$ cat config.mk
export PLATFORM = sky130hd
export DESIGN_NAME = ib_push_in_router
export DESIGN_NICKNAME = d
export VERILOG_FILES = /design/src/design/ib_pkg.sv /design/src/design/ib_push_in_router.sv
export VERILOG_INCLUDE_DIRS = /design/src /design/src/design
export SDC_FILE = /design/constraint.sdc
export NUM_CORES = 1
export LEC_CHECK = 0
export BUFFER_PORTS_ARGS = -buffer_cell sky130_fd_sc_hd__clkbuf_2
export CORE_AREA = 8 8 274 276
export DETAILED_ROUTE_END_ITERATION = 12
export DIE_AREA = 0 0 282 284
export GPL_ROUTABILITY_DRIVEN = 0
export PLACE_DENSITY = 0.4
export SYNTH_ARGS = -nofsm -noshare
export SYNTH_HDL_FRONTEND = slang
export SYNTH_SLANG_ARGS = --single-unit
$ cat constraint.sdc
create_clock -name vclk -period 7.31
set_input_delay 0.3655 -clock vclk [all_inputs]
set_output_delay 0.3655 -clock vclk [all_outputs]
set_load 0.01 [all_outputs]
$ cat src/design/ib_dispatch_consts.svh
/*
 * Issue buffer dispatch constants
 * Lane count, queue sizing, instruction field widths and the
 * AXI4-Lite register map of the configuration block
 */
`ifndef IB_DISPATCH_CONSTS_SVH
`define IB_DISPATCH_CONSTS_SVH

// Renamed instructions offered per cycle
`define IS_NUM          4
// Entries per class queue, power of two only
`define IB_QUEUE_DEPTH  8
// Occupancy count, must hold IB_QUEUE_DEPTH itself
`define IB_CNT_W        4

`define XLEN            32
`define ROB_TAG_W       6

// ============================================================
// AXI4-Lite configuration port
// ============================================================
`define IB_AXI_ADDR_W   8
`define IB_AXI_DATA_W   32
`define IB_REG_CTRL     8'h00
`define IB_REG_FLUSH    8'h04
`define IB_REG_STATUS   8'h08

`endif

$ cat src/design/ib_pkg.sv
/*
 * Issue buffer package
 * Functional-unit class encoding and the packed renamed instruction
 * carried from the dispatch lanes to the issue ports
 */
`include "ib_dispatch_consts.svh"

package ib_pkg;

    // Class of the unit that executes an instruction
    // Code 3 is reserved and matches no router
    typedef enum logic [1:0] {
        FU_ALU = 2'd0,
        FU_BR  = 2'd1,
        FU_MEM = 2'd2
    } fu_class_e;

    // Renamed instruction as it sits in a class queue
    // Class field first, so routers can pick it off the top bits
    typedef struct packed {
        fu_class_e              fu_class;
        logic [`ROB_TAG_W-1:0]  rob_tag;
        logic [`XLEN-1:0]       pc;
        logic [`XLEN-1:0]       imm;
        logic [7:0]             opcode;
        // Physical destination
        logic [5:0]             dst_reg;
        // Branch flavour, both low for non-branches
        logic                   cond_br;
        logic                   uncond_br;
    } is_inst_t;

endpackage

$ cat src/design/ib_push_in_router.sv
/*
 * Push-in router
 * Picks the lanes of one functional-unit class out of a dispatch group
 * and packs them toward slot 0 in lane order for the class queue
 */
`timescale 1ns/1ps
`include "ib_dispatch_consts.svh"

module ib_push_in_router #(
    parameter int                C_IN_NUM  = `IS_NUM,
    parameter int                C_OUT_NUM = `IS_NUM,
    parameter ib_pkg::fu_class_e C_FU_SEL  = ib_pkg::FU_ALU
) (
    input  logic [C_IN_NUM-1:0]                     rs_valid_i,
    input  ib_pkg::is_inst_t [C_IN_NUM-1:0]         rs_inst_i,
    input  logic                                    accept_i,
    output logic                                    ready_o,
    output logic [C_OUT_NUM-1:0]                    m_valid_o,
    input  logic [C_OUT_NUM-1:0]                    m_ready_i,
    output ib_pkg::is_inst_t [C_OUT_NUM-1:0]        m_data_o
);

    // Lanes that hold an instruction of this class
    logic [C_IN_NUM-1:0] sel_lane;

    // ============================================================
    // Lane selection
    // ============================================================
    always_comb begin
        for (int i = 0; i < C_IN_NUM; i++) begin
            sel_lane[i] = rs_valid_i[i] && (rs_inst_i[i].fu_class == C_FU_SEL);
        end
    end

    // Group can go only if the queue takes a full group
    assign ready_o = &m_ready_i;

    // ============================================================
    // Compaction
    // ============================================================
    // k-th selected lane lands in slot k
    // Valids held back until the whole group is accepted
    always_comb begin
        int slot;
        slot      = 0;
        m_valid_o = '0;
        m_data_o  = '0;
        for (int i = 0; i < C_IN_NUM; i++) begin
            if (sel_lane[i] && (slot < C_OUT_NUM)) begin
                m_data_o[slot]  = rs_inst_i[i];
                m_valid_o[slot] = accept_i;
                slot++;
            end
        end
    end

    // Queue writes from slot 0 upward without gaps
    // A valid set of the form 0..01..1 has v & (v + 1) == 0
    always_comb begin
        a_slot_run: assert final ((m_valid_o & (m_valid_o + C_OUT_NUM'(1))) == '0)
            else $error("router %0d: non-contiguous slots %b", C_FU_SEL, m_valid_o);
    end

endmodule

# [After elaboration in Yosys (flattened, before gate mapping)]
# Index checks and enable logic that the tools add are counted.
# Widths: inputs -> output; s select.
[word_totals] ff_bits=0 latchBits=0 ram_bits=0 mem_bits_ro=0 inputBits=361 out_inout_bits=357 memories=0
[classes] n_addsub=2 n_mul=0 n_div=0 magnitude_cmp=9 eq_ne=0 shifts=0 muxes=29 n_bitwise=0 n_reduce_logical=15
[op_table] operator="$bwmux 352" count=3
[op_table] operator="$mux 352" count=3
[op_table] operator="$demux 88 s2" count=3
[op_table] operator="$mux 88" count=4
[op_table] operator="$lt 32x4->1 const B" count=6
[op_table] operator="$ge 32x1->1 const B" count=3
[op_table] operator="$add 32x2->32 const B" count=2
[op_table] operator="$mux 32" count=2
[op_table] operator="$bwmux 4" count=3
[op_table] operator="$mux 4" count=3
[op_table] operator="$logic_and 1x1->1" count=10
[op_table] operator="$logic_not 2->1" count=4
[op_table] operator="$demux 1 s2" count=3
[op_table] operator="$mux 1" count=5
[op_table] operator="$reduce_and 4->1" count=1

# [Logic depth before layout (Yosys ltp)]
[depth] word_depth=15 mapped_depth=11

# [Worst setup path after synthesis]
# No wires, ideal clock.
[synth_timing] path_type="input to output" startpoint="in rs_inst_i[87] (netlist name)" endpoint="out m_data_o[183] (netlist name)" arrival_ps=2579 slack_ps=4365 cell_stages=11 cell_sequence="nor3b_2 > inv_2 > clkbuf_1 > ha_1 > buf_2 > nand4bb_1 > a21oi_1 > o2bb2ai_1 > buf_2 > buf_2 > a32o_1"
[synth_lines] item="start: declaration" line_no="ib_push_in_router.sv:15" source="input ib_pkg::is_inst_t [C_IN_NUM-1:0] rs_inst_i,"
[synth_lines] item="end: declaration" line_no="ib_push_in_router.sv:20" source="output ib_pkg::is_inst_t [C_OUT_NUM-1:0] m_data_o"

==> impl_metrics.json <==
{
  "status": "finished, final reports clean",
  "tns_ns": 0,
  "drt-total-wl_mm": 57.6,
  "antenna_found_initial": 1,
  "cp-end-kind": "output pin",
  "cp.arrival_ns": 4.11,
  "ff_latch_area_um2": 0,
  "ctsHoldBuffers": 0,
  "relSlewSlack_pct": 36.1,
  "grt_pass1_vias": 12100,
  "route.vias.total": 11800,
  "placed_cell_area_mm2": 0.0112,
  "crit_path_start_kind": "input port",
  "startpoint": "rs_inst_i[87]",
  "final-max-slew-violation-count": 0,
  "finalHoldViolCount": 0,
  "num_rows": 98,
  "setup_violations": 0,
  "die_height_um": 284,
  "cp_slowest_cell": "o22ai_4",
  "power.density_mw_per_mm2": 45.6,
  "min_from": "m_ready_i[1]",
  "stdcell_area_mm2": 0.0112,
  "grt_overflow": 0,
  "cap_violations": 0,
  "critical_path.endpoint": "m_data_o[331]",
  "num_io_pins": 718,
  "timing.critical_path.mode_cell": "buf_4",
  "grt_usage_pct": 13.0,
  "peakVddDrop_v": 0.0000268,
  "leakagePower_nw": 5.02,
  "max_freq_mhz": 224,
  "layout-drive-gt1-share_pct": 49.8,
  "final_common_cell": "clkbuf_2",
  "grt_setup_unrepaired": "no",
  "drc": 0,
  "drt_pre_antenna_iters": 5,
  "wl_per_cell_um": 22.2,
  "grt_pass1_wl_mm": 81.8,
  "crit_type": "input port to output pin",
  "ant_nets": 0,
  "syn_to_final_growth_pct": 66.4,
  "cts_resized": 0,
  "critPathMaxStageDelay_ns": 0.72,
  "hpwl_mm": 45.9,
  "vias_per_cell": 4.53,
  "min_period_ns": 4.47,
  "worstPathRequired_ns": 6.94,
  "start_util_pct": 9.55,
  "synth.distinct_cells": 35,
  "num-clock-buffers": 0,
  "nFlopsAndLatches": 0,
  "portBuffers": 710,
  "crit_path_max_fanout": 46,
  "netlist_instances": 1060,
  "syn_area_mm2": 0.00676,
  "layout.nets": 2011,
  "cts_setup_buffers": 0,
  "min_period_over_period_pct": 61.2,
  "core_area_mm2": 0.0708,
  "die_area_mm2": 0.0801,
  "yosysWarnings": 0,
  "drtIter0Drc": 733,
  "tightest_slew_ns": 0.959,
  "grt_max_degree": 174,
  "avgSynthCellArea_um2": 6.38,
  "cp_cell_sequence": "clkbuf_2, nor3b_4, buf_4, inv_4, ha_1, nand2_1, o22ai_4, buf_4, buf_4, a32o_1, clkbuf_2",
  "layout_common_cells": "clkbuf_2, nand2_1, a32o_1, nand3_1",
  "worstHoldPathCells": 3,
  "hp-class": "input port to output pin",
  "seq_area_frac_synth_pct": 0,
  "die_w_um": 282
}
area by class of cell:
type	instances	area [um^2]
repair buffers	738	3840
well taps	950	1190
diodes	1	2.50
inverters	5	21.3
fillers	8303	59500
multi-input cells	904	6190
worst min-delay path by stage:
stage | endpoint | slack (ns)
6_report | ready_o | 1.06
3_3_place_gp | m_valid_o[0] | 1.07
3_5_place_dp | ready_o | 1.07
5_1_grt | ready_o | 1.07
2_1_floorplan | m_valid_o[1] | 0.84
4_1_cts | ready_o | 1.07
stage by stage:
step	hold slack, ns	cells	power, mW	utilization, %	setup WS (ns)
final	1.06	2598	0.513	15.9	2.84
after global routing	1.07	2597	0.553	15.9	2.65
after CTS	1.07	2597	0.516	15.9	2.82
after detailed placement	1.07	2597	0.514	15.9	2.81
after global placement	1.07	2597	0.519	15.9	2.87
after floorplan	0.837	1067	0.220	-	4.37
cell families (layout without fill, tap and decap cells):
kind of cell    count (synthesis)  after routing  share of synthesized area [%]
mux                            86             86                           15.4
other cells                     1              9                         0.0555
compound gates                443            443                           50.9
buf+inv                       163            743                           10.6
simple gates                  366            366                           22.8
fa+ha+maj                       1              1                          0.185
critical path, delay by kind of cell:
| family | cells | cell delay, ns |
|---|---|---|
| AND/OR/NAND/NOR | 2 | 0.39 |
| AO/OA/AOI/OAI | 2 | 0.91 |
| adder cells (fa/ha/maj) | 1 | 0.64 |
| buffers and inverters | 6 | 1.69 |
power by group:
group | switching (mW) | internal, mW
sequential | 0 | 0
clock | 0 | 0.0000000194
combinational | 0.313 | 0.200
total | 0.313 | 0.200
routing by layer:
layer  track usage, %  up-vias  part of all wire, %
met5                0        -                    0
met2             23.7      723                   50
li1                 -     5365                    -
met1             14.5     5589                   37
met4             4.48        0                  3.7
met3             3.19      102                  9.3
cells in the mapped netlist, types with 4 or more instances:
cell,n,area (um^2)
nand2_1,177,664
a32o_1,172,1720
clkbuf_1,98,368
nor2_1,90,338
nand3_1,89,445
a31oi_1,88,551
a22oi_1,86,646
o21ai_0,84,420
mux2_2,46,518
buf_2,29,145
mux2_1,20,225
mux2_4,20,300
buf_1,14,52.6
buf_4,9,67.6
buf_6,4,45.0
clkbuf_2,4,20.0
inv_1,4,15.0
Note: power is estimated with default switching activity, not from simulation.
