File: config.mk
export PLATFORM = sky130hd
export DESIGN_NAME = ib_fu_queue
export DESIGN_NICKNAME = d
export VERILOG_FILES = /design/src/design/ib_pkg.sv /design/src/design/ib_fu_queue.sv
export VERILOG_INCLUDE_DIRS = /design/src /design/src/design
export SDC_FILE = /design/constraint.sdc
export NUM_CORES = 2
export LEC_CHECK = 0
export ABC_AREA = 1
export ABC_CLOCK_PERIOD_IN_PS = 8000
export BUFFER_PORTS_ARGS = -buffer_cell sky130_fd_sc_hd__buf_4
export CORE_MARGIN = 2
export CORE_UTILIZATION = 45
export DETAILED_ROUTE_END_ITERATION = 6
export REMOVE_ABC_BUFFERS = 1
export SLEW_MARGIN = 15
export SYNTH_ARGS = -nofsm -noshare
export SYNTH_HDL_FRONTEND = slang
export SYNTH_SLANG_ARGS = --single-unit
File: constraint.sdc
create_clock -name clk_i -period 8 [get_ports clk_i]
set_input_delay 0.8 -clock clk_i [delete_from_list [all_inputs] [get_ports clk_i]]
set_output_delay 0.8 -clock clk_i [all_outputs]
set_load 0.005 [all_outputs]
File: src/design/ib_dispatch_consts.svh
/*
 * Issue buffer dispatch constants
 * Lane count, queue sizing, instruction field widths and the
 * AXI4-Lite register map of the configuration block
 */
`ifndef IB_DISPATCH_CONSTS_SVH
`define IB_DISPATCH_CONSTS_SVH

// Renamed instructions offered per cycle
`define IS_NUM          4
// Entries per class queue, power of two only
`define IB_QUEUE_DEPTH  8
// Occupancy count, must hold IB_QUEUE_DEPTH itself
`define IB_CNT_W        4

`define XLEN            32
`define ROB_TAG_W       6

// ============================================================
// AXI4-Lite configuration port
// ============================================================
`define IB_AXI_ADDR_W   8
`define IB_AXI_DATA_W   32
`define IB_REG_CTRL     8'h00
`define IB_REG_FLUSH    8'h04
`define IB_REG_STATUS   8'h08

`endif

File: src/design/ib_pkg.sv
/*
 * Issue buffer package
 * Functional-unit class encoding and the packed renamed instruction
 * carried from the dispatch lanes to the issue ports
 */
`include "ib_dispatch_consts.svh"

package ib_pkg;

    // Class of the unit that executes an instruction
    // Code 3 is reserved and matches no router
    typedef enum logic [1:0] {
        FU_ALU = 2'd0,
        FU_BR  = 2'd1,
        FU_MEM = 2'd2
    } fu_class_e;

    // Renamed instruction as it sits in a class queue
    // Class field first, so routers can pick it off the top bits
    typedef struct packed {
        fu_class_e              fu_class;
        logic [`ROB_TAG_W-1:0]  rob_tag;
        logic [`XLEN-1:0]       pc;
        logic [`XLEN-1:0]       imm;
        logic [7:0]             opcode;
        // Physical destination
        logic [5:0]             dst_reg;
        // Branch flavour, both low for non-branches
        logic                   cond_br;
        logic                   uncond_br;
    } is_inst_t;

endpackage

File: src/design/ib_fu_queue.sv
/*
 * Functional-unit class queue
 * Circular FIFO taking up to C_PUSH_NUM pushes and giving one pop
 * per cycle, with halt on the pop side and a full flush
 */
`timescale 1ns/1ps
`include "ib_dispatch_consts.svh"

module ib_fu_queue #(
    parameter int C_PUSH_NUM = `IS_NUM,
    parameter int C_DEPTH    = `IB_QUEUE_DEPTH
) (
    input  logic                                clk_i,
    input  logic                                rst_n_i,
    input  logic [C_PUSH_NUM-1:0]               push_valid_i,
    input  ib_pkg::is_inst_t [C_PUSH_NUM-1:0]   push_data_i,
    output logic [C_PUSH_NUM-1:0]               push_ready_o,
    input  logic                                halt_i,
    input  logic                                flush_i,
    output logic                                pop_valid_o,
    output ib_pkg::is_inst_t                    pop_data_o,
    input  logic                                pop_ready_i,
    output logic [`IB_CNT_W-1:0]                count_o
);

    localparam int PTR_W = $clog2(C_DEPTH);
    localparam int CNT_W = `IB_CNT_W;

    // Payload storage
    ib_pkg::is_inst_t mem [C_DEPTH];

    logic [PTR_W-1:0] head_q;
    logic [PTR_W-1:0] tail_q;
    logic [CNT_W-1:0] count_q;
    logic [CNT_W-1:0] free_cnt;
    logic [CNT_W-1:0] push_num;
    logic             pop_fire;

    // ============================================================
    // Push side
    // ============================================================
    // Slots come in as a run from 0, so a plain popcount
    always_comb begin
        push_num = '0;
        for (int k = 0; k < C_PUSH_NUM; k++) begin
            push_num = push_num + CNT_W'(push_valid_i[k]);
        end
    end

    assign free_cnt = CNT_W'(C_DEPTH) - count_q;

    // Slot k ready when more than k entries are free
    always_comb begin
        for (int k = 0; k < C_PUSH_NUM; k++) begin
            push_ready_o[k] = (free_cnt > CNT_W'(k));
        end
    end

    // Flush discards a push in the same cycle
    always_ff @(posedge clk_i) begin
        if (!flush_i) begin
            for (int k = 0; k < C_PUSH_NUM; k++) begin
                if (push_valid_i[k])
                    mem[PTR_W'(tail_q + k)] <= push_data_i[k];
            end
        end
    end

    // ============================================================
    // Pop side
    // ============================================================
    assign pop_valid_o = (count_q != '0) && !halt_i;
    assign pop_data_o  = mem[head_q];
    assign pop_fire    = pop_valid_o && pop_ready_i;
    assign count_o     = count_q;

    // Pointers wrap on their own width, depth is a power of two
    always_ff @(posedge clk_i or negedge rst_n_i) begin
        if (!rst_n_i) begin
            head_q  <= '0;
            tail_q  <= '0;
            count_q <= '0;
        end else if (flush_i) begin
            head_q  <= '0;
            tail_q  <= '0;
            count_q <= '0;
        end else begin
            tail_q  <= tail_q + PTR_W'(push_num);
            head_q  <= head_q + PTR_W'(pop_fire);
            count_q <= count_q + push_num - CNT_W'(pop_fire);
        end
    end

    // Router and top must only offer a group that fits
    a_no_overflow: assert property (@(posedge clk_i) disable iff (!rst_n_i)
        (push_valid_i & ~push_ready_o) == '0);
    // Pointers and count agree that the queue holds something
    a_pop_nonempty: assert property (@(posedge clk_i) disable iff (!rst_n_i)
        pop_fire |-> (head_q != tail_q) || (count_q == CNT_W'(C_DEPTH)));
    a_count_bound: assert property (@(posedge clk_i) disable iff (!rst_n_i)
        count_q <= CNT_W'(C_DEPTH));

endmodule

# Yosys cells after proc, flatten, opt, wreduce, memory -nomap -nowiden

Memory sizes are Yosys's and may differ from the RTL's.
Index checks and enable logic that the tools add are counted.

Reductions and logical operators: 4
Add/sub/neg operators: 11
$lt $le $gt $ge: 4
Multiplexer cells: 15

Operators by type and width:

| kind                                                | number |
|---|---|
| 2-to-1 mux 1 bit                                    | 12 |
| > comparator 4 x 1 -> 1 bit (second input constant) | 2 |
| > comparator 4 x 2 -> 1 bit (second input constant) | 2 |
| adder 3 x 2 -> 3 bit (second input constant)        | 2 |
| 2-to-1 mux 3 bit                                    | 2 |
| adder 3 x 1 -> 4 bit                                | 1 |
| adder 4 bit                                         | 1 |
| 2-to-1 mux 4 bit                                    | 1 |
| nonzero test 4 bit                                  | 1 |
| subtractor 4 x 1 -> 4 bit                           | 1 |
| subtractor 4 bit (first input constant)             | 1 |
| adder 2 x 1 -> 3 bit                                | 1 |
| adder 3 x 1 -> 3 bit                                | 1 |
| adder 3 x 1 -> 3 bit (second input constant)        | 1 |
| adder 3 bit                                         | 1 |
| adder 1 x 1 -> 2 bit                                | 1 |
| logical AND 1 bit                                   | 2 |
| zero test 1 bit                                     | 1 |

Word-level logic and storage cells: 38
Register bits: 10
Bits in writable memories: 704
Memories kept: 1

Memory list:

| memory | words | bits a word | rd ports | clocked after memory_dff | wr ports | RTL line          | text |
|---|---|---|---|---|---|---|---|
| mem    | 8     | 88          | 1        | 0                        | 4        | ib_fu_queue.sv:30 | `ib_pkg::is_inst_t mem [C_DEPTH];` |

# Longest topological paths before layout

Depth after elaboration: 6
Depth in mapped cells: 14
Mapped depth without buffers: 13

# Least setup slack after synthesis

Ideal clock, no wire load.

Kind: input -> register
From: in flush_i
To: mem mem[6][0] (netlist bit) (enable)
Required time: 7.436 ns
Slack: 2.069 ns
Data arrival time: 5.366 ns
Path buffers: 0
Stages: 3
Cell sequence: inv_2 > nand2_1 > o2111ai_1

RTL lines:

| item               | RTL line          | text |
|---|---|---|
| start: declaration | ib_fu_queue.sv:19 | `input logic flush_i,` |
| end: declaration   | ib_fu_queue.sv:30 |  |

==> run metrics <==
synthesized netlist cell count=7232; share of post-route cells with drive strength above 1=9.96%; Worst Setup Slack, final=2.22 ns; reg2reg start=tail_q[0]; clock latency on the worst-skew pair=0.70 ns; WS Path Type=reg -> reg; Ports=458; area of the mapped netlist=52700 um2; most frequent cells in the layout=1580 x nand2_1, 1061 x nand3_1, 994 x inv_1; post-synthesis mux area share=3.35%; PD cells=280 nW/um2; die height=346 um; setup TNS=0 ns; Synth area leaders=edfxtp_1 40%, nand2_1 11%, nand3_1 10%; FP Rows=125; Initial Utilization=45.3%; status=complete, but fails checks; vias=56.3k; R2R Setup Slk=2.22 ns; DRC=11; CTS Buf Count=89; largest net degree at the start of global routing=190; Root Driver=clkbuf_16; prevailing post-synth register cell=edfxtp_1; first-pass GRT wire length=348000 um; Lkg Pwr=26.5 nW; CTS tree=done; Worst Hold End=mem[5][68]; critical path capture point type=flop; remaining global-route overflow=0; leading area contributor after synthesis=edfxtp_1; TritonRoute pass-1 iters=7; slew margin rel.=12.6%; post-synthesis sequential area ratio=40.6%; area share of the largest cell type after synthesis=40.1%; RSZ-0062 raised after global routing=false; routability cong.=0.865; vias in the first global route=53.1k; port bufs=457; final setup violation count=0; Slew @ Worst Pin=1.31 ns; r2r worst-path depth=8; hpwl dp=129000 um; largest family of logic cells by synthesized area=simple AND/OR/NAND/NOR gates; setup repair bufs after CTS=0; commonest non-fill, non-tap cell in the layout=nand2_1; Clock transition at path regs=0.06 ns; complex-gate fraction of the synthesized area=15.0%; Setup crit start=tail_q[0]; Syn-to-layout area delta=12.4%; Syn Area/Cell=7.28 um2; Min-Delay Path Class=in -> reg; CP Launch Type=flop; worst hold path depth=3; MaxCap Viol Count=0; Iter 0 DRT Violations=8432; clk_skew=0.0307 ns; xor-xnor portion of the synthesized cell area=0.0998%; period utilisation layout=72.2%; Cell Count, Final, Fillers Out=8856; failing checks=DRC; VDD IR max=349 uV; clk sinks=714; final hold violations=0; hold wc startpoint=push_data_i[332]; Adder-Cell Fraction of Synth Area=0.494%; Critical Path RT=8.36 ns; die area=120000 um2; core footprint=116000 um2; Final Critical Period=5.78 ns; Synth Area in Simple Gates=28.2%; Reg-to-Reg End=mem[4][20]; Yosys cell types=40; PostCTS Resize Cnt=0; die width=346 um; final net count=7639; Max Slew Vio Count=0; Total GRT Usage=38.4%; Worst EP arrival=6.14 ns; CTS max path bufs=3; DRT Wirelength=238000 um; EDFF count, synth=704; flops & latches, synth=714; Via density=6.36; Routed Antenna Nets=0; Ys Warns=0; dpl ws=2.31 ns; H-Tree Depth=3; Post-Place Cells=8690; async set-reset flop share out of synthesis=1.40%; CP Max Fanout=94; initial antenna violation count=9; WL/cell=26.9 um; Max Clk Rate=173 MHz
==> flip-flops by register name, summed over array words and instances (netlist names) <==
| signal | count |
|---|---|
| tail_q | 3 |
| head_q | 3 |
| count_o | 4 |
| mem | 704 |
==> synth_stat cells, drive strengths merged, types with 10 or more instances <==
cell / n
a21oi: 347
a22oi: 428
buf: 306
clkbuf: 309
dfrtp: 10
edfxtp: 704
ha: 16
inv: 1002
mux2i: 176
nand2: 1595
nand3: 1067
nand4: 249
nor2: 461
o21ai: 361
o22ai: 176
==> where the power goes <==
| group | internal, mW | switching [mW] | leakage (nW) |
|---|---|---|---|
| sequential | 5.37 | 0.244 | 6.58 |
| combinational | 1.75 | 5.15 | 18.5 |
| clock | 2.31 | 1.74 | 1.37 |
==> how the worst max path moves through the flow <==
stage | end | slack [ns] | cells past startpoint
floorplan | pop_data_o[0] | -7.38 | 5
global placement | mem[4][35] | 2.44 | 8
detailed placement | mem[4][35] | 2.31 | 8
CTS | mem[4][57] | 2.31 | 8
global route | mem[4][20] | 2.14 | 8
finish | mem[4][20] | 2.22 | 8
==> metrics by stage <==
stage,hold WS [ns],util (%),power [mW],cell area (um2)
after floorplan,0.504,-,9.64,50000
after global placement,0.659,48.5,12.2,56400
after detailed placement,0.662,48.5,12.3,56400
after CTS,0.410,50.9,16.3,59100
after global routing,0.447,50.9,17.1,59200
final,0.438,50.9,16.6,59200
==> final cells by class <==
class | instances | area (um2)
Clock buffer | 114 | 2410
Sequential cell | 714 | 21400
Clock inverter | 45 | 369
Multi-Input combinational cell | 4899 | 25000
Inverter | 1004 | 3790
Antenna cell | 5 | 12.5
Timing Repair Buffer | 551 | 4250
Fill cell | 11300 | 57000
Tap cell | 1524 | 1910
==> cells by family after synthesis <==
family	after synthesis
AOI/OAI and AO/OA	1320
xor gates and xnor gates	6
adders and majority gates	19
buffers and inverters	1619
DFF	714
muxes	176
and+or+nand+nor	3378
==> routing by layer <==
metal	share of wire, %	routed length, um	vias up	GRT usage (%)
li1	-	-	24700	-
met3	14	33700	879	9.93
met2	44	104000	4500	58.9
met5	0.034	82	-	0.160
met1	37	87400	26200	50.3
met4	5.4	12800	10	19.0
==> worst max-delay path, stage by stage (launching register included) <==
cell     delay [ns]
dfrtp_1        0.65
inv_4          0.12
ha_4           0.90
inv_6          0.50
nand3_4        0.96
inv_1          0.37
a21oi_1        0.31
nand3_4        0.85
buf_4          0.67
==> repair_timing <==
action	in CTS	in global routing
hold buffers	1	0
endpoints found under the hold margin	10	0
setup endpoints to repair	0	0
No activity file was read; power rests on OpenSTA's default activity.
