===== src/design/ib_dispatch_consts.svh =====
/*
 * Issue buffer dispatch constants
 * Lane count, queue sizing, instruction field widths and the
 * AXI4-Lite register map of the configuration block
 */
`ifndef IB_DISPATCH_CONSTS_SVH
`define IB_DISPATCH_CONSTS_SVH

// Renamed instructions offered per cycle
`define IS_NUM          4
// Entries per class queue, power of two only
`define IB_QUEUE_DEPTH  8
// Occupancy count, must hold IB_QUEUE_DEPTH itself
`define IB_CNT_W        4

`define XLEN            32
`define ROB_TAG_W       6

// ============================================================
// AXI4-Lite configuration port
// ============================================================
`define IB_AXI_ADDR_W   8
`define IB_AXI_DATA_W   32
`define IB_REG_CTRL     8'h00
`define IB_REG_FLUSH    8'h04
`define IB_REG_STATUS   8'h08

`endif


===== src/design/ib_cfg_regs.sv =====
/*
 * Issue buffer configuration block
 * AXI4-Lite slave holding the per-class halt mask, issuing one-cycle
 * flush pulses and reporting the three queue occupancies
 */
`timescale 1ns/1ps
`include "ib_dispatch_consts.svh"

module ib_cfg_regs (
    input  logic                        clk_i,
    input  logic                        rst_n_i,
    input  logic [`IB_CNT_W-1:0]        alu_count_i,
    input  logic [`IB_CNT_W-1:0]        br_count_i,
    input  logic [`IB_CNT_W-1:0]        mem_count_i,
    output logic [2:0]                  halt_o,
    output logic [2:0]                  flush_o,
    input  logic [`IB_AXI_ADDR_W-1:0]   s_axi_awaddr_i,
    input  logic                        s_axi_awvalid_i,
    output logic                        s_axi_awready_o,
    input  logic [`IB_AXI_DATA_W-1:0]   s_axi_wdata_i,
    input  logic [`IB_AXI_DATA_W/8-1:0] s_axi_wstrb_i,
    input  logic                        s_axi_wvalid_i,
    output logic                        s_axi_wready_o,
    output logic [1:0]                  s_axi_bresp_o,
    output logic                        s_axi_bvalid_o,
    input  logic                        s_axi_bready_i,
    input  logic [`IB_AXI_ADDR_W-1:0]   s_axi_araddr_i,
    input  logic                        s_axi_arvalid_i,
    output logic                        s_axi_arready_o,
    output logic [`IB_AXI_DATA_W-1:0]   s_axi_rdata_o,
    output logic [1:0]                  s_axi_rresp_o,
    output logic                        s_axi_rvalid_o,
    input  logic                        s_axi_rready_i
);

    localparam int         DATA_W      = `IB_AXI_DATA_W;
    localparam logic [1:0] RESP_OKAY   = 2'b00;
    localparam logic [1:0] RESP_SLVERR = 2'b10;

    logic              wr_fire;
    logic              rd_fire;
    logic [2:0]        halt_q;
    logic [2:0]        flush_q;
    logic              bvalid_q;
    logic [1:0]        bresp_q;
    logic              rvalid_q;
    logic [1:0]        rresp_q;
    logic [DATA_W-1:0] rdata_q;
    logic [DATA_W-1:0] status_word;
    logic [DATA_W-1:0] rd_word;
    logic              rd_err;

    // ============================================================
    // Write channel
    // ============================================================
    // AW and W taken together, one outstanding response
    assign s_axi_awready_o = s_axi_wvalid_i && !bvalid_q;
    assign s_axi_wready_o  = s_axi_awvalid_i && !bvalid_q;
    assign wr_fire         = s_axi_awvalid_i && s_axi_wvalid_i && !bvalid_q;

    always_ff @(posedge clk_i or negedge rst_n_i) begin
        if (!rst_n_i) begin
            halt_q   <= '0;
            flush_q  <= '0;
            bvalid_q <= 1'b0;
            bresp_q  <= RESP_OKAY;
        end else begin
            // Flush bits last one cycle
            flush_q <= '0;
            if (wr_fire) begin
                bvalid_q <= 1'b1;
                bresp_q  <= RESP_OKAY;
                case (s_axi_awaddr_i)
                    `IB_REG_CTRL:
                        if (s_axi_wstrb_i[0]) halt_q <= s_axi_wdata_i[2:0];
                    `IB_REG_FLUSH:
                        if (s_axi_wstrb_i[0]) flush_q <= s_axi_wdata_i[2:0];
                    // Status is read only, write ignored
                    `IB_REG_STATUS: ;
                    default: bresp_q <= RESP_SLVERR;
                endcase
            end else if (bvalid_q && s_axi_bready_i) begin
                bvalid_q <= 1'b0;
            end
        end
    end

    assign s_axi_bvalid_o = bvalid_q;
    assign s_axi_bresp_o  = bresp_q;
    assign halt_o         = halt_q;
    assign flush_o        = flush_q;

    // ============================================================
    // Read channel
    // ============================================================
    // Occupancies on byte lanes 0, 1 and 2
    always_comb begin
        status_word                       = '0;
        status_word[0  +: `IB_CNT_W]      = alu_count_i;
        status_word[8  +: `IB_CNT_W]      = br_count_i;
        status_word[16 +: `IB_CNT_W]      = mem_count_i;
    end

    always_comb begin
        rd_err  = 1'b0;
        case (s_axi_araddr_i)
            `IB_REG_CTRL:   rd_word = DATA_W'(halt_q);
            `IB_REG_FLUSH:  rd_word = '0;
            `IB_REG_STATUS: rd_word = status_word;
            default: begin
                rd_word = '0;
                rd_err  = 1'b1;
            end
        endcase
    end

    assign s_axi_arready_o = !rvalid_q;
    assign rd_fire         = s_axi_arvalid_i && !rvalid_q;

    always_ff @(posedge clk_i or negedge rst_n_i) begin
        if (!rst_n_i) begin
            rvalid_q <= 1'b0;
            rresp_q  <= RESP_OKAY;
        end else if (rd_fire) begin
            rvalid_q <= 1'b1;
            rresp_q  <= rd_err ? RESP_SLVERR : RESP_OKAY;
        end else if (s_axi_rready_i) begin
            rvalid_q <= 1'b0;
        end
    end

    // Data captured at AR acceptance
    always_ff @(posedge clk_i) begin
        if (rd_fire)
            rdata_q <= rd_word;
    end

    assign s_axi_rvalid_o = rvalid_q;
    assign s_axi_rresp_o  = rresp_q;
    assign s_axi_rdata_o  = rdata_q;

    // Responses stay up until the master takes them
    a_bvalid_hold: assert property (@(posedge clk_i) disable iff (!rst_n_i)
        s_axi_bvalid_o && !s_axi_bready_i |=> s_axi_bvalid_o);
    a_rvalid_hold: assert property (@(posedge clk_i) disable iff (!rst_n_i)
        s_axi_rvalid_o && !s_axi_rready_i |=> s_axi_rvalid_o && $stable(s_axi_rdata_o));

endmodule


===== config.mk =====
export PLATFORM = sky130hd
export DESIGN_NAME = ib_cfg_regs
export DESIGN_NICKNAME = d
export VERILOG_FILES = /design/src/design/ib_cfg_regs.sv
export VERILOG_INCLUDE_DIRS = /design/src /design/src/design
export SDC_FILE = /design/constraint.sdc
export NUM_CORES = 1
export LEC_CHECK = 0
export BUFFER_PORTS_ARGS = -buffer_cell sky130_fd_sc_hd__buf_2
export CELL_PAD_IN_SITES_DETAIL_PLACEMENT = 1
export CELL_PAD_IN_SITES_GLOBAL_PLACEMENT = 1
export CORE_ASPECT_RATIO = 2
export CORE_UTILIZATION = 22
export CTS_BUF_LIST = sky130_fd_sc_hd__clkbuf_4
export DETAILED_ROUTE_END_ITERATION = 10
export MAX_ROUTING_LAYER = met4
export PLACE_DENSITY = 0.9
export SYNTH_ARGS = -nofsm -noshare
export SYNTH_HDL_FRONTEND = slang
export SYNTH_SLANG_ARGS = --single-unit

===== constraint.sdc =====
create_clock -name clk_i -period 1.5 [get_ports clk_i]
set_clock_uncertainty 0.2 [all_clocks]
set_input_delay 0.3 -clock clk_i [delete_from_list [all_inputs] [get_ports clk_i]]
set_output_delay 0.3 -clock clk_i [all_outputs]
set_load 0.01 [all_outputs]

# Word-level counts from Yosys, hierarchy flattened
# Index checks and enable logic that the tools add are counted.
op_classes:
  n_eq_ne: 4
  n_mux: 10
  reduce_logical: 15
op_table:
  columns: ["op", "count"]
  rows:
  - ["$pmux 20 s2", 1]
  - ["$eq 8x3->1 const B", 2]
  - ["$eq 8x4->1 const B", 2]
  - ["$logic_not 8->1", 2]
  - ["$mux 3", 3]
  - ["$logic_and 1x1->1", 6]
  - ["$reduce_or 3->1", 2]
  - ["$mux 1", 4]
  - ["$mux 2", 2]
  - ["$reduce_bool 2->1", 2]
  - ["$reduce_and 3->1", 1]
  - ["$logic_not 1->1", 2]
totals:
  register_bits: 44
  inputBits: 71
  output_inout_bits: 47
  word_cells: 36

# Depth between registers and ports, before layout
# Gate-level depths: netlist of run 1.
logic_depth:
  word_depth: 3
  depth_mapped: 4
  depth_no_buf: 3

# Worst setup path after synthesis of run 1
# OpenSTA, ideal clock, no wires.
synth_path:
  kind: "input to register"
  startpoint: "input s_axi_awaddr_i[1]"
  endpoint: "register halt_q[0] (netlist: halt_o[0])"
  setup_ps: 125
  arrival_ps: 1515
  t_required_ps: 1175
  setup_slack_ps: -339
  stages: 3
  n_path_buf: 0
  path_cell_list: "or4_4 > nor4_4 > mux2_2"
synth_between:
  elab_chain_cells: 2
synth_rtl:
  columns: ["element", "line", "text"]
  rows:
  - ["start: declaration", "ib_cfg_regs.sv:17", "input logic [`IB_AXI_ADDR_W-1:0] s_axi_awaddr_i,"]
  - ["$logic_not 8->1", "ib_cfg_regs.sv:73", "case (s_axi_awaddr_i)"]
  - ["$reduce_and 3->1 (no source line)", null, null]
  - ["end signal: assignment", "ib_cfg_regs.sv:75", "if (s_axi_wstrb_i[0]) halt_q <= s_axi_wdata_i[2:0];"]
  - ["end: declaration", "ib_cfg_regs.sv:42", "logic [2:0] halt_q;"]
# Every way passes these cells.
# A chain may end at the register's enable or synchronous reset.

# Worst setup path after layout of run 1
layout_path:
  startpoint: "input s_axi_awaddr_i[4]"
  endpoint: "register halt_q[1] (netlist: halt_o[1])"
# Same word-level chain as after synthesis.

==> flow_metrics.env, run 1 <==
export IMPL_status="complete, but fails checks"
export IMPL_violations="setup timing"
export IMPL_crit_slowest_cell="or4_4"
export IMPL_layout_nets=240
export IMPL_ys_types=24
export IMPL_reg2reg_to="halt_o[1]"
export IMPL_gp_congestion=0.681
export IMPL_whs_ns=0.0277
export IMPL_rr_startpoint="s_axi_bvalid_o"
export IMPL_cts_clk_slew_worst_paths_ns=0.12
export IMPL_fin_crit_sh_pct=110
export IMPL_utilization_pct=32.8
export IMPL_num_antenna_cells=0
export IMPL_drt_iter0_drc=7
export IMPL_synth_top_cells_by_count="buf_4 (22), and2_1 (12), edfxtp_1 (12)"
export IMPL_fillers=583
export IMPL_grt_pass1_vias=890
export IMPL_power_density_nw_per_um2=774
export IMPL_finalHoldViolations=0
export IMPL_fin_ws_ns=-0.146
export IMPL_cp_end_kind="flop"
export IMPL_slew_viol_final=0
export IMPL_die_x_um=52.1
export IMPL_multiInputGateArea_um2=430
export IMPL_cap_violations=0
export IMPL_critical_path_class="primary input to flop"
export IMPL_yosysTopAreaCellShare_pct=32.6
export IMPL_start_kind="primary input"
export IMPL_grt_overflow_total=0
export IMPL_synth_edff_count=12
export IMPL_arrival_ns=1.64
export IMPL_leakagePower_nw=0.805
export IMPL_irDropWorstVdd_mv=0.337
export IMPL_numPortBuffers=63
export IMPL_netlist_area_um2=1100
export IMPL_synth_avg_cell_area_um2=12.0
export IMPL_pre_cts_ws_ns=-0.481
export IMPL_start_util_pct=22.7
export IMPL_wl_mm=2.54
export IMPL_grt_first_pass_wirelength_mm=3.95
export IMPL_stdcell_area_um2=1600
export IMPL_io_pins=118
export IMPL_cts_tree="yes"
export IMPL_rows=36
export IMPL_yosysWarnings=0
export IMPL_vias=909
export IMPL_antenna_found_initial=0
export IMPL_place_area_um2=1490
export IMPL_whs_path_depth=2
export IMPL_layout_drive_gt1_share_pct=51.2
export IMPL_clk_latency_ns=0.30
export IMPL_cts_buffer_depth=2
export IMPL_fp_dieH_um=102
export IMPL_cts_buffers_inserted=3
export IMPL_rsz0062_at_grt="yes"
export IMPL_hold_start="s_axi_wdata_i[2]"
export IMPL_rrSetupSlack_ns=-0.08
export IMPL_yosys_register_bits=22
export IMPL_setup_viol=8
export IMPL_fmax_mhz=608
export IMPL_track_usage_pct=10.5
export IMPL_critical_path_required_ns=1.49
export IMPL_drtPass1Iterations=4
export IMPL_core_area_um2=4860
export IMPL_die_area_um2=5330
export IMPL_cts_max_level=1
export IMPL_drc=0
export IMPL_dp_final_hpwl_mm=2.20
export IMPL_crit_chain="buf_6 -> or4_4 -> nor4_4 -> mux2_4"
export IMPL_path_max_fanout=3
export IMPL_vias_per_cell=4.04
export IMPL_synth_most_common_cell="buf_4"
export IMPL_syn_inst=92
export IMPL_min_to="flush_o[2]"
export IMPL_area_growth_pct=44.6
export IMPL_timing_final_crit_period_ns=1.65
export IMPL_async_reset_ff_share_pct=45.5
export IMPL_synth_top_cell_by_area="edfxtp_1"
export IMPL_yosysSeqAreaShare_pct=55.3
export IMPL_clock_tree_root_cell="clkbuf_4"
export IMPL_cts_sinks=22
export IMPL_synth_ff_type="edfxtp_1"
export IMPL_worstRegToRegCells=3
export IMPL_drt_wirelength_per_cell_um=11.3
export IMPL_hold_class="primary input to flop"
export IMPL_synth_area_leaders="edfxtp_1 (33%), dfrtp_1 (23%), buf_4 (15%), and2_1 (6.8%), mux2_2 (3.1%)"
export IMPL_regArea_um2=611
export IMPL_grt_max_degree=16
export IMPL_ant_nets=0
export IMPL_crit_path_max_incr_delay_ns=0.55
## worst max-delay path: cells and delay by family
kind	cells	cell delay [ns]
buf+inv	1	0.09
simple gates	2	0.91
mux	1	0.34
## how the worst max path moves through the flow
stage	start	to	cells past startpoint
after floorplan	s_axi_awaddr_i[1]	halt_o[0]	3
after global placement	s_axi_awaddr_i[1]	halt_o[0]	4
after detailed placement	s_axi_awaddr_i[1]	flush_o[1]	5
after CTS	s_axi_awaddr_i[4]	halt_o[1]	4
after global routing	s_axi_awaddr_i[4]	halt_o[1]	4
final	s_axi_awaddr_i[4]	halt_o[1]	4
## through the flow
step	setup TNS [ns]	instances	total power, W
after floorplan	-0.994	113	0.000842
after global routing	-1.11	225	0.00131
final	-0.667	225	0.00124
after CTS	-0.769	225	0.00125
after detailed placement	-4.13	217	0.000937
after global placement	-3.49	217	0.000929
## final cells by class
cell class / instances / share of cell area (%)
Timing Repair Buffer: 75 / 28.0
Inverter: 2 / 0.470
Clock buffer: 4 / 1.88
Sequential cell: 22 / 38.2
Multi-Input combinational cell: 65 / 26.9
Tap cell: 57 / 4.46
## kinds of logic after synthesis
logic type / share of synthesized area (%)
simple gates: 19.3
buf+inv: 16.3
compound gates: 3.06
flops: 55.3
mux: 5.78
other cells: 0.339
## where the power goes
part / internal (W) / total, W / switching [W]
clock network: 0.000122 / 0.000294 / 0.000172
logic: 0.000124 / 0.000256 / 0.000132
registers: 0.000674 / 0.000687 / 0.0000128
total: 0.000919 / 0.00124 / 0.000317
## repair_timing
item / 4_1_cts / 5_1_grt
pin swaps: 4 / 0
hold buffers: 3 / 0
gates resized for setup: 4 / 2
endpoints found under the setup margin: 8 / 10
endpoints found under the hold margin: 12 / 0
buffers inserted: 1 / 0
## cells in the final DEF (no fill, tap or decap)
master / instances
nor2_1: 2
or4_4: 1
buf_6: 4
or2_2: 1
buf_4: 7
dfrtp_1: 10
clkbuf_4: 4
and2_1: 12
nand3b_1: 2
and4b_1: 1
o21ai_0: 2
mux2_4: 3
a211oi_1: 1
or3b_4: 1
nand2_1: 3
buf_2: 60
o21bai_1: 1
conb_1: 22
buf_12: 1
edfxtp_1: 12
nor3_1: 3
nor2b_1: 2
mux2i_1: 3
a41oi_1: 1
nor4_2: 1
nor2b_2: 1
nor4_4: 2
inv_1: 2
dlygate4sd3_1: 3
## sequential cells by signal, indices dropped and copies added (netlist names)
name / count
s_axi_rdata_o: 12
flush_o: 3
halt_o: 3
s_axi_bresp_o: 1
s_axi_bvalid_o: 1
s_axi_rresp_o: 1
s_axi_rvalid_o: 1
## routing by layer
layer | track usage, % | vias up | routed length, µm
met1 | 10.4 | 415 | 924
met2 | 19.5 | 70 | 1370
met3 | 1.79 | 2 | 225
met4 | 3.74 | 0 | 20
li1 | - | 422 | -
met5 | - | - | 0
(Power assumes the default switching activity.)
==> run 2: changes to the inputs <==
- CTS_BUF_LIST: sky130_fd_sc_hd__clkbuf_4 -> sky130_fd_sc_hd__clkbuf_8
- CTS_CLUSTER_SIZE: default -> 40
==> run 2 against run 1 <==
The run still ends with setup timing left. Sequential share of layout area shrank 0.15 points. Worst hold slack lost 0.019 ns. Via count grew 0.11%. Sequential cell count is the same. Cell count is the same. Combinational power shrank 2%. Core utilization grew 0.13 points. Global-route usage shrank 0.28 points. Design area grew 0.39%. Clock power grew 23%. Highest routed layer unchanged.
==> flow_metrics.env, run 2 (synthesis results as in run 1) <==
export IMPL_status="complete, but fails checks"
export IMPL_violations="setup timing"
export IMPL_clk_latency_ns=0.25
export IMPL_rr_startpoint="s_axi_bvalid_o"
export IMPL_rsz0062_at_grt="yes"
export IMPL_cts_buffer_depth=2
export IMPL_drtPass1Iterations=4
export IMPL_leakagePower_nw=0.810
export IMPL_die_area_um2=5330
export IMPL_rrSetupSlack_ns=-0.14
export IMPL_min_to="s_axi_bvalid_o"
export IMPL_track_usage_pct=10.2
export IMPL_fillers=580
export IMPL_vias_per_cell=4.04
export IMPL_grt_overflow_total=0
export IMPL_finalHoldViolations=0
export IMPL_layout_drive_gt1_share_pct=51.2
export IMPL_whs_path_depth=2
export IMPL_hold_start="s_axi_bready_i"
export IMPL_multiInputGateArea_um2=430
export IMPL_pre_cts_ws_ns=-0.481
export IMPL_start_kind="primary input"
export IMPL_grt_pass1_vias=877
export IMPL_fin_crit_sh_pct=113
export IMPL_num_antenna_cells=0
export IMPL_cap_violations=0
export IMPL_critical_path_class="primary input to flop"
export IMPL_grt_max_degree=16
export IMPL_timing_setup_tns_ns=-0.755
export IMPL_ant_nets=0
export IMPL_crit_slowest_cell="or4_4"
export IMPL_clock_tree_root_cell="clkbuf_8"
export IMPL_numPortBuffers=63
export IMPL_fp_dieH_um=102
export IMPL_critical_path_required_ns=1.44
export IMPL_power_density_nw_per_um2=812
export IMPL_worstRegToRegCells=3
export IMPL_largest_reg_flops=12
export IMPL_cts_tree="yes"
export IMPL_cp_end_kind="flop"
export IMPL_crit_path_max_incr_delay_ns=0.54
export IMPL_start_util_pct=22.7
export IMPL_gp_congestion=0.681
export IMPL_cts_sinks=22
export IMPL_die_x_um=52.1
export IMPL_setup_viol=7
export IMPL_vias=910
export IMPL_path_buf_inv=1
export IMPL_cts_max_level=1
export IMPL_crit_chain="buf_6 -> or4_4 -> nor4_4 -> mux2_4"
export IMPL_path_max_fanout=3
export IMPL_mostFrequentLayoutCells="buf_2 (61), conb_1 (22), and2_1 (12), edfxtp_1 (12), dfrtp_1 (10)"
export IMPL_arrival_ns=1.63
export IMPL_drt_wirelength_per_cell_um=11.2
export IMPL_rows=36
export IMPL_timing_final_crit_period_ns=1.69
export IMPL_wl_mm=2.53
export IMPL_layout_nets=240
export IMPL_io_pins=118
export IMPL_fin_ws_ns=-0.188
export IMPL_antenna_found_initial=0
export IMPL_dp_final_hpwl_mm=2.20
export IMPL_grt_first_pass_wirelength_mm=3.86
export IMPL_drc=0
export IMPL_core_area_um2=4860
export IMPL_drt_iter0_drc=8
export IMPL_final_common_cell="buf_2"
export IMPL_cts_buffers_inserted=3
export IMPL_setup_worst_path_start="s_axi_awaddr_i[4]"
export IMPL_crit_family="simple AND/OR/NAND/NOR gates"
export IMPL_reg2reg_to="halt_o[1]"
export IMPL_hold_class="primary input to flop"
export IMPL_slew_viol_final=0
export IMPL_regArea_um2=611
export IMPL_fmax_mhz=593
export IMPL_area_growth_pct=45.2
export IMPL_cts_clk_slew_worst_paths_ns=0.08
export IMPL_irDropWorstVdd_mv=0.339
run 2: worst reg2reg max path: cells and delay by family, from the launching register on:
family           cells  cell delay (ns)
AND/OR/NAND/NOR      2             0.61
flip-flops           1             0.39
multiplexers         1             0.34
run 2: report_power, final:
group	leakage (nW)	switching [W]	internal (W)
registers	0.246	0.0000138	0.000674
logic	0.537	0.000131	0.000121
clock network	0.0269	0.000181	0.000182
run 2: worst max-delay path by stage:
stage / end / depth (start not counted)
6_report: halt_o[1] / 4
4_1_cts: halt_o[1] / 3
3_5_place_dp: flush_o[1] / 5
2_1_floorplan: halt_o[0] / 3
5_1_grt: halt_o[1] / 4
3_3_place_gp: halt_o[0] / 4
run 2: stage by stage:
step / instances / utilization, % / power, W / area, µm² / hold WS, ns
final: 225 / 33.0 / 0.00130 / 1600 / 0.00906
after global routing: 225 / 33.0 / 0.00138 / 1600 / 0.0203
after detailed placement: 217 / 30.7 / 0.000937 / 1490 / -0.0270
after global placement: 217 / 30.7 / 0.000929 / 1490 / -0.0333
after floorplan: 113 / - / 0.000842 / 1210 / -0.196
after CTS: 224 / 32.6 / 0.00132 / 1590 / 0.00290
run 2: what timing repair did:
action,CTS,global route
cloned,0,0
hold buffers,2,0
endpoints found under the hold margin,11,0
pin swaps,2,0
resized for setup,4,2
buffers inserted,1,2
endpoints found under the setup margin,8,9
run 2: final cells by class:
type / instances / share of cell area, %
sequential: 22 / 38.1
timing repair buffer: 75 / 27.4
multi-input combinational: 65 / 26.8
tap: 57 / 4.45
clock buffer: 3 / 2.57
inverter: 2 / 0.468
clock inverter: 1 / 0.234
run 2: metal layers:
metal / vias up / wire [µm] / global-route usage, %
met4: 0 / 14 / 3.74
met1: 414 / 908 / 9.81
met2: 70 / 1380 / 19.2
met5: - / 0 / -
li1: 424 / - / -
met3: 2 / 228 / 1.79
==> run 3: changes to the inputs <==
- CORE_UTILIZATION: 22 -> 26
- PLACE_DENSITY: 0.9 -> 0.95
- clock period: 1.5 -> 2.1 ns (I/O delays scaled with it)
==> run 3 against run 2 <==
The run now ends clean. Sequential power down 29%. Register-to-register slack better by 0.46 ns. Setup slack better by 0.42 ns. Via count down 4.5%. Design area down 6.8%. Critical path depth unchanged. Power down 21%. Sequential cell count unchanged. Largest cell class unchanged. Highest routed layer unchanged.
==> flow_metrics.env, run 3 (synthesis results as in run 1) <==
export IMPL_status="finished, final reports clean"
export IMPL_ant_nets=0
export IMPL_cts_buffer_depth=2
export IMPL_gp_congestion=0.713
export IMPL_relSlewSlack_pct=67.2
export IMPL_fin_ws_ns=0.235
export IMPL_fmax_mhz=536
export IMPL_path_max_fanout=3
export IMPL_fin_crit_sh_pct=88.8
export IMPL_grt_max_degree=16
export IMPL_die_area_um2=4530
export IMPL_clk_latency_ns=0.26
export IMPL_cts_clk_slew_worst_paths_ns=0.08
export IMPL_vias=869
export IMPL_hold_class="primary input to flop"
export IMPL_power_density_nw_per_um2=689
export IMPL_die_x_um=48.1
export IMPL_mostFrequentLayoutCells="buf_2 (63), conb_1 (22), and2_1 (12), edfxtp_1 (12), dfrtp_1 (10)"
export IMPL_grt_overflow_total=0
export IMPL_timing_final_crit_period_ns=1.87
export IMPL_wl_mm=2.47
export IMPL_final_common_cell="buf_2"
export IMPL_largest_reg_flops=12
export IMPL_clock_tree_root_cell="clkbuf_8"
export IMPL_cts_buffers_inserted=3
export IMPL_core_area_um2=4090
export IMPL_antenna_found_initial=0
export IMPL_numPortBuffers=63
export IMPL_layout_drive_gt1_share_pct=48.1
export IMPL_grt_first_pass_wirelength_mm=4.07
export IMPL_drtPass1Iterations=4
export IMPL_regArea_um2=611
export IMPL_cts_resized=0
export IMPL_rsz0062_at_grt="no"
export IMPL_drc=0
export IMPL_cts_max_level=1
export IMPL_dp_final_hpwl_mm=2.14
export IMPL_area_growth_pct=35.3
export IMPL_critical_path_class="primary input to flop"
export IMPL_setup_viol=0
export IMPL_num_antenna_cells=0
export IMPL_critical_path_required_ns=2.05
export IMPL_worstMarginPinSlew_ns=0.487
export IMPL_multiInputGateArea_um2=393
export IMPL_cts_sinks=22
export IMPL_start_kind="primary input"
export IMPL_power_total_w=0.00103
export IMPL_finalHoldViolations=0
export IMPL_irDropWorstVdd_mv=0.519
export IMPL_drt_wirelength_per_cell_um=11.7
export IMPL_layout_nets=232
export IMPL_start_util_pct=27.0
export IMPL_cp_end_kind="flop"
export IMPL_rows=33
export IMPL_leakagePower_nw=0.760
export IMPL_pre_cts_ws_ns=-0.0558
export IMPL_drt_iter0_drc=4
export IMPL_cts_tree="yes"
export IMPL_grt_pass1_vias=962
export IMPL_cap_violations=0
export IMPL_slew_viol_final=0
export IMPL_vias_per_cell=4.10
export IMPL_io_pins=118
export IMPL_fillers=474
export IMPL_fp_dieH_um=94.2
export IMPL_arrival_ns=1.82
export IMPL_track_usage_pct=13.2
run 3: critical path: stages:
cell and delay [ns]:
buf_2 0.10, or4_4 0.54, nor4_4 0.38, mux2_2 0.38
run 3: stage by stage:
stage	cells	hold WS (ns)	utilization, %	area (µm²)	setup TNS [ns]
after floorplan	113	-0.0756	-	1180	0
after global placement	207	0.0905	34.6	1410	-0.125
after detailed placement	207	0.0965	34.6	1410	-0.167
after CTS	212	0.117	36.6	1500	0
after global routing	212	0.125	36.6	1500	0
final	212	0.122	36.6	1500	0
run 3: path summary, 6_finish.rpt:
check / from / slack, ns / cells after the start / end
hold / removal: s_axi_rready_i / 0.12 / 2 / s_axi_rvalid_o
setup reg to reg: s_axi_bvalid_o / 0.32 / 3 / halt_o[2]
hold reg to reg: s_axi_bresp_o[1] / 0.28 / 2 / s_axi_bresp_o[1]
setup / recovery: s_axi_awaddr_i[1] / 0.23 / 4 / halt_o[2]
max in group asynchronous: rst_n_i / 1.13 / 2 / s_axi_bvalid_o
min in group asynchronous: rst_n_i / 0.37 / 2 / halt_o[1]
run 3: layer usage:
metal	vias to the layer above	wire length (µm)	track usage [%]
met3	2	229	3.08
met2	73	1460	24.4
met4	0	23	5.56
met5	-	0	-
li1	408	-	-
met1	386	756	11.5
run 3: timing repair:
item,in CTS,in global routing
hold buffers,1,0
hold endpoints to repair,10,0
buffers inserted,0,0
run 3: where the power goes:
part	internal, W	switching, W
clock network	0.000254	0.000136
logic	0.0000628	0.0000865
registers	0.000481	0.00000930
total	0.000798	0.000232
run 3: final cells by class:
class | instances | share of cell area, %
Timing Repair Buffer | 67 | 23.3
Tap cell | 52 | 4.35
Sequential cell | 22 | 40.8
Clock inverter | 1 | 2.01
Inverter | 2 | 0.502
Clock buffer | 3 | 2.76
Multi-Input combinational cell | 65 | 26.3
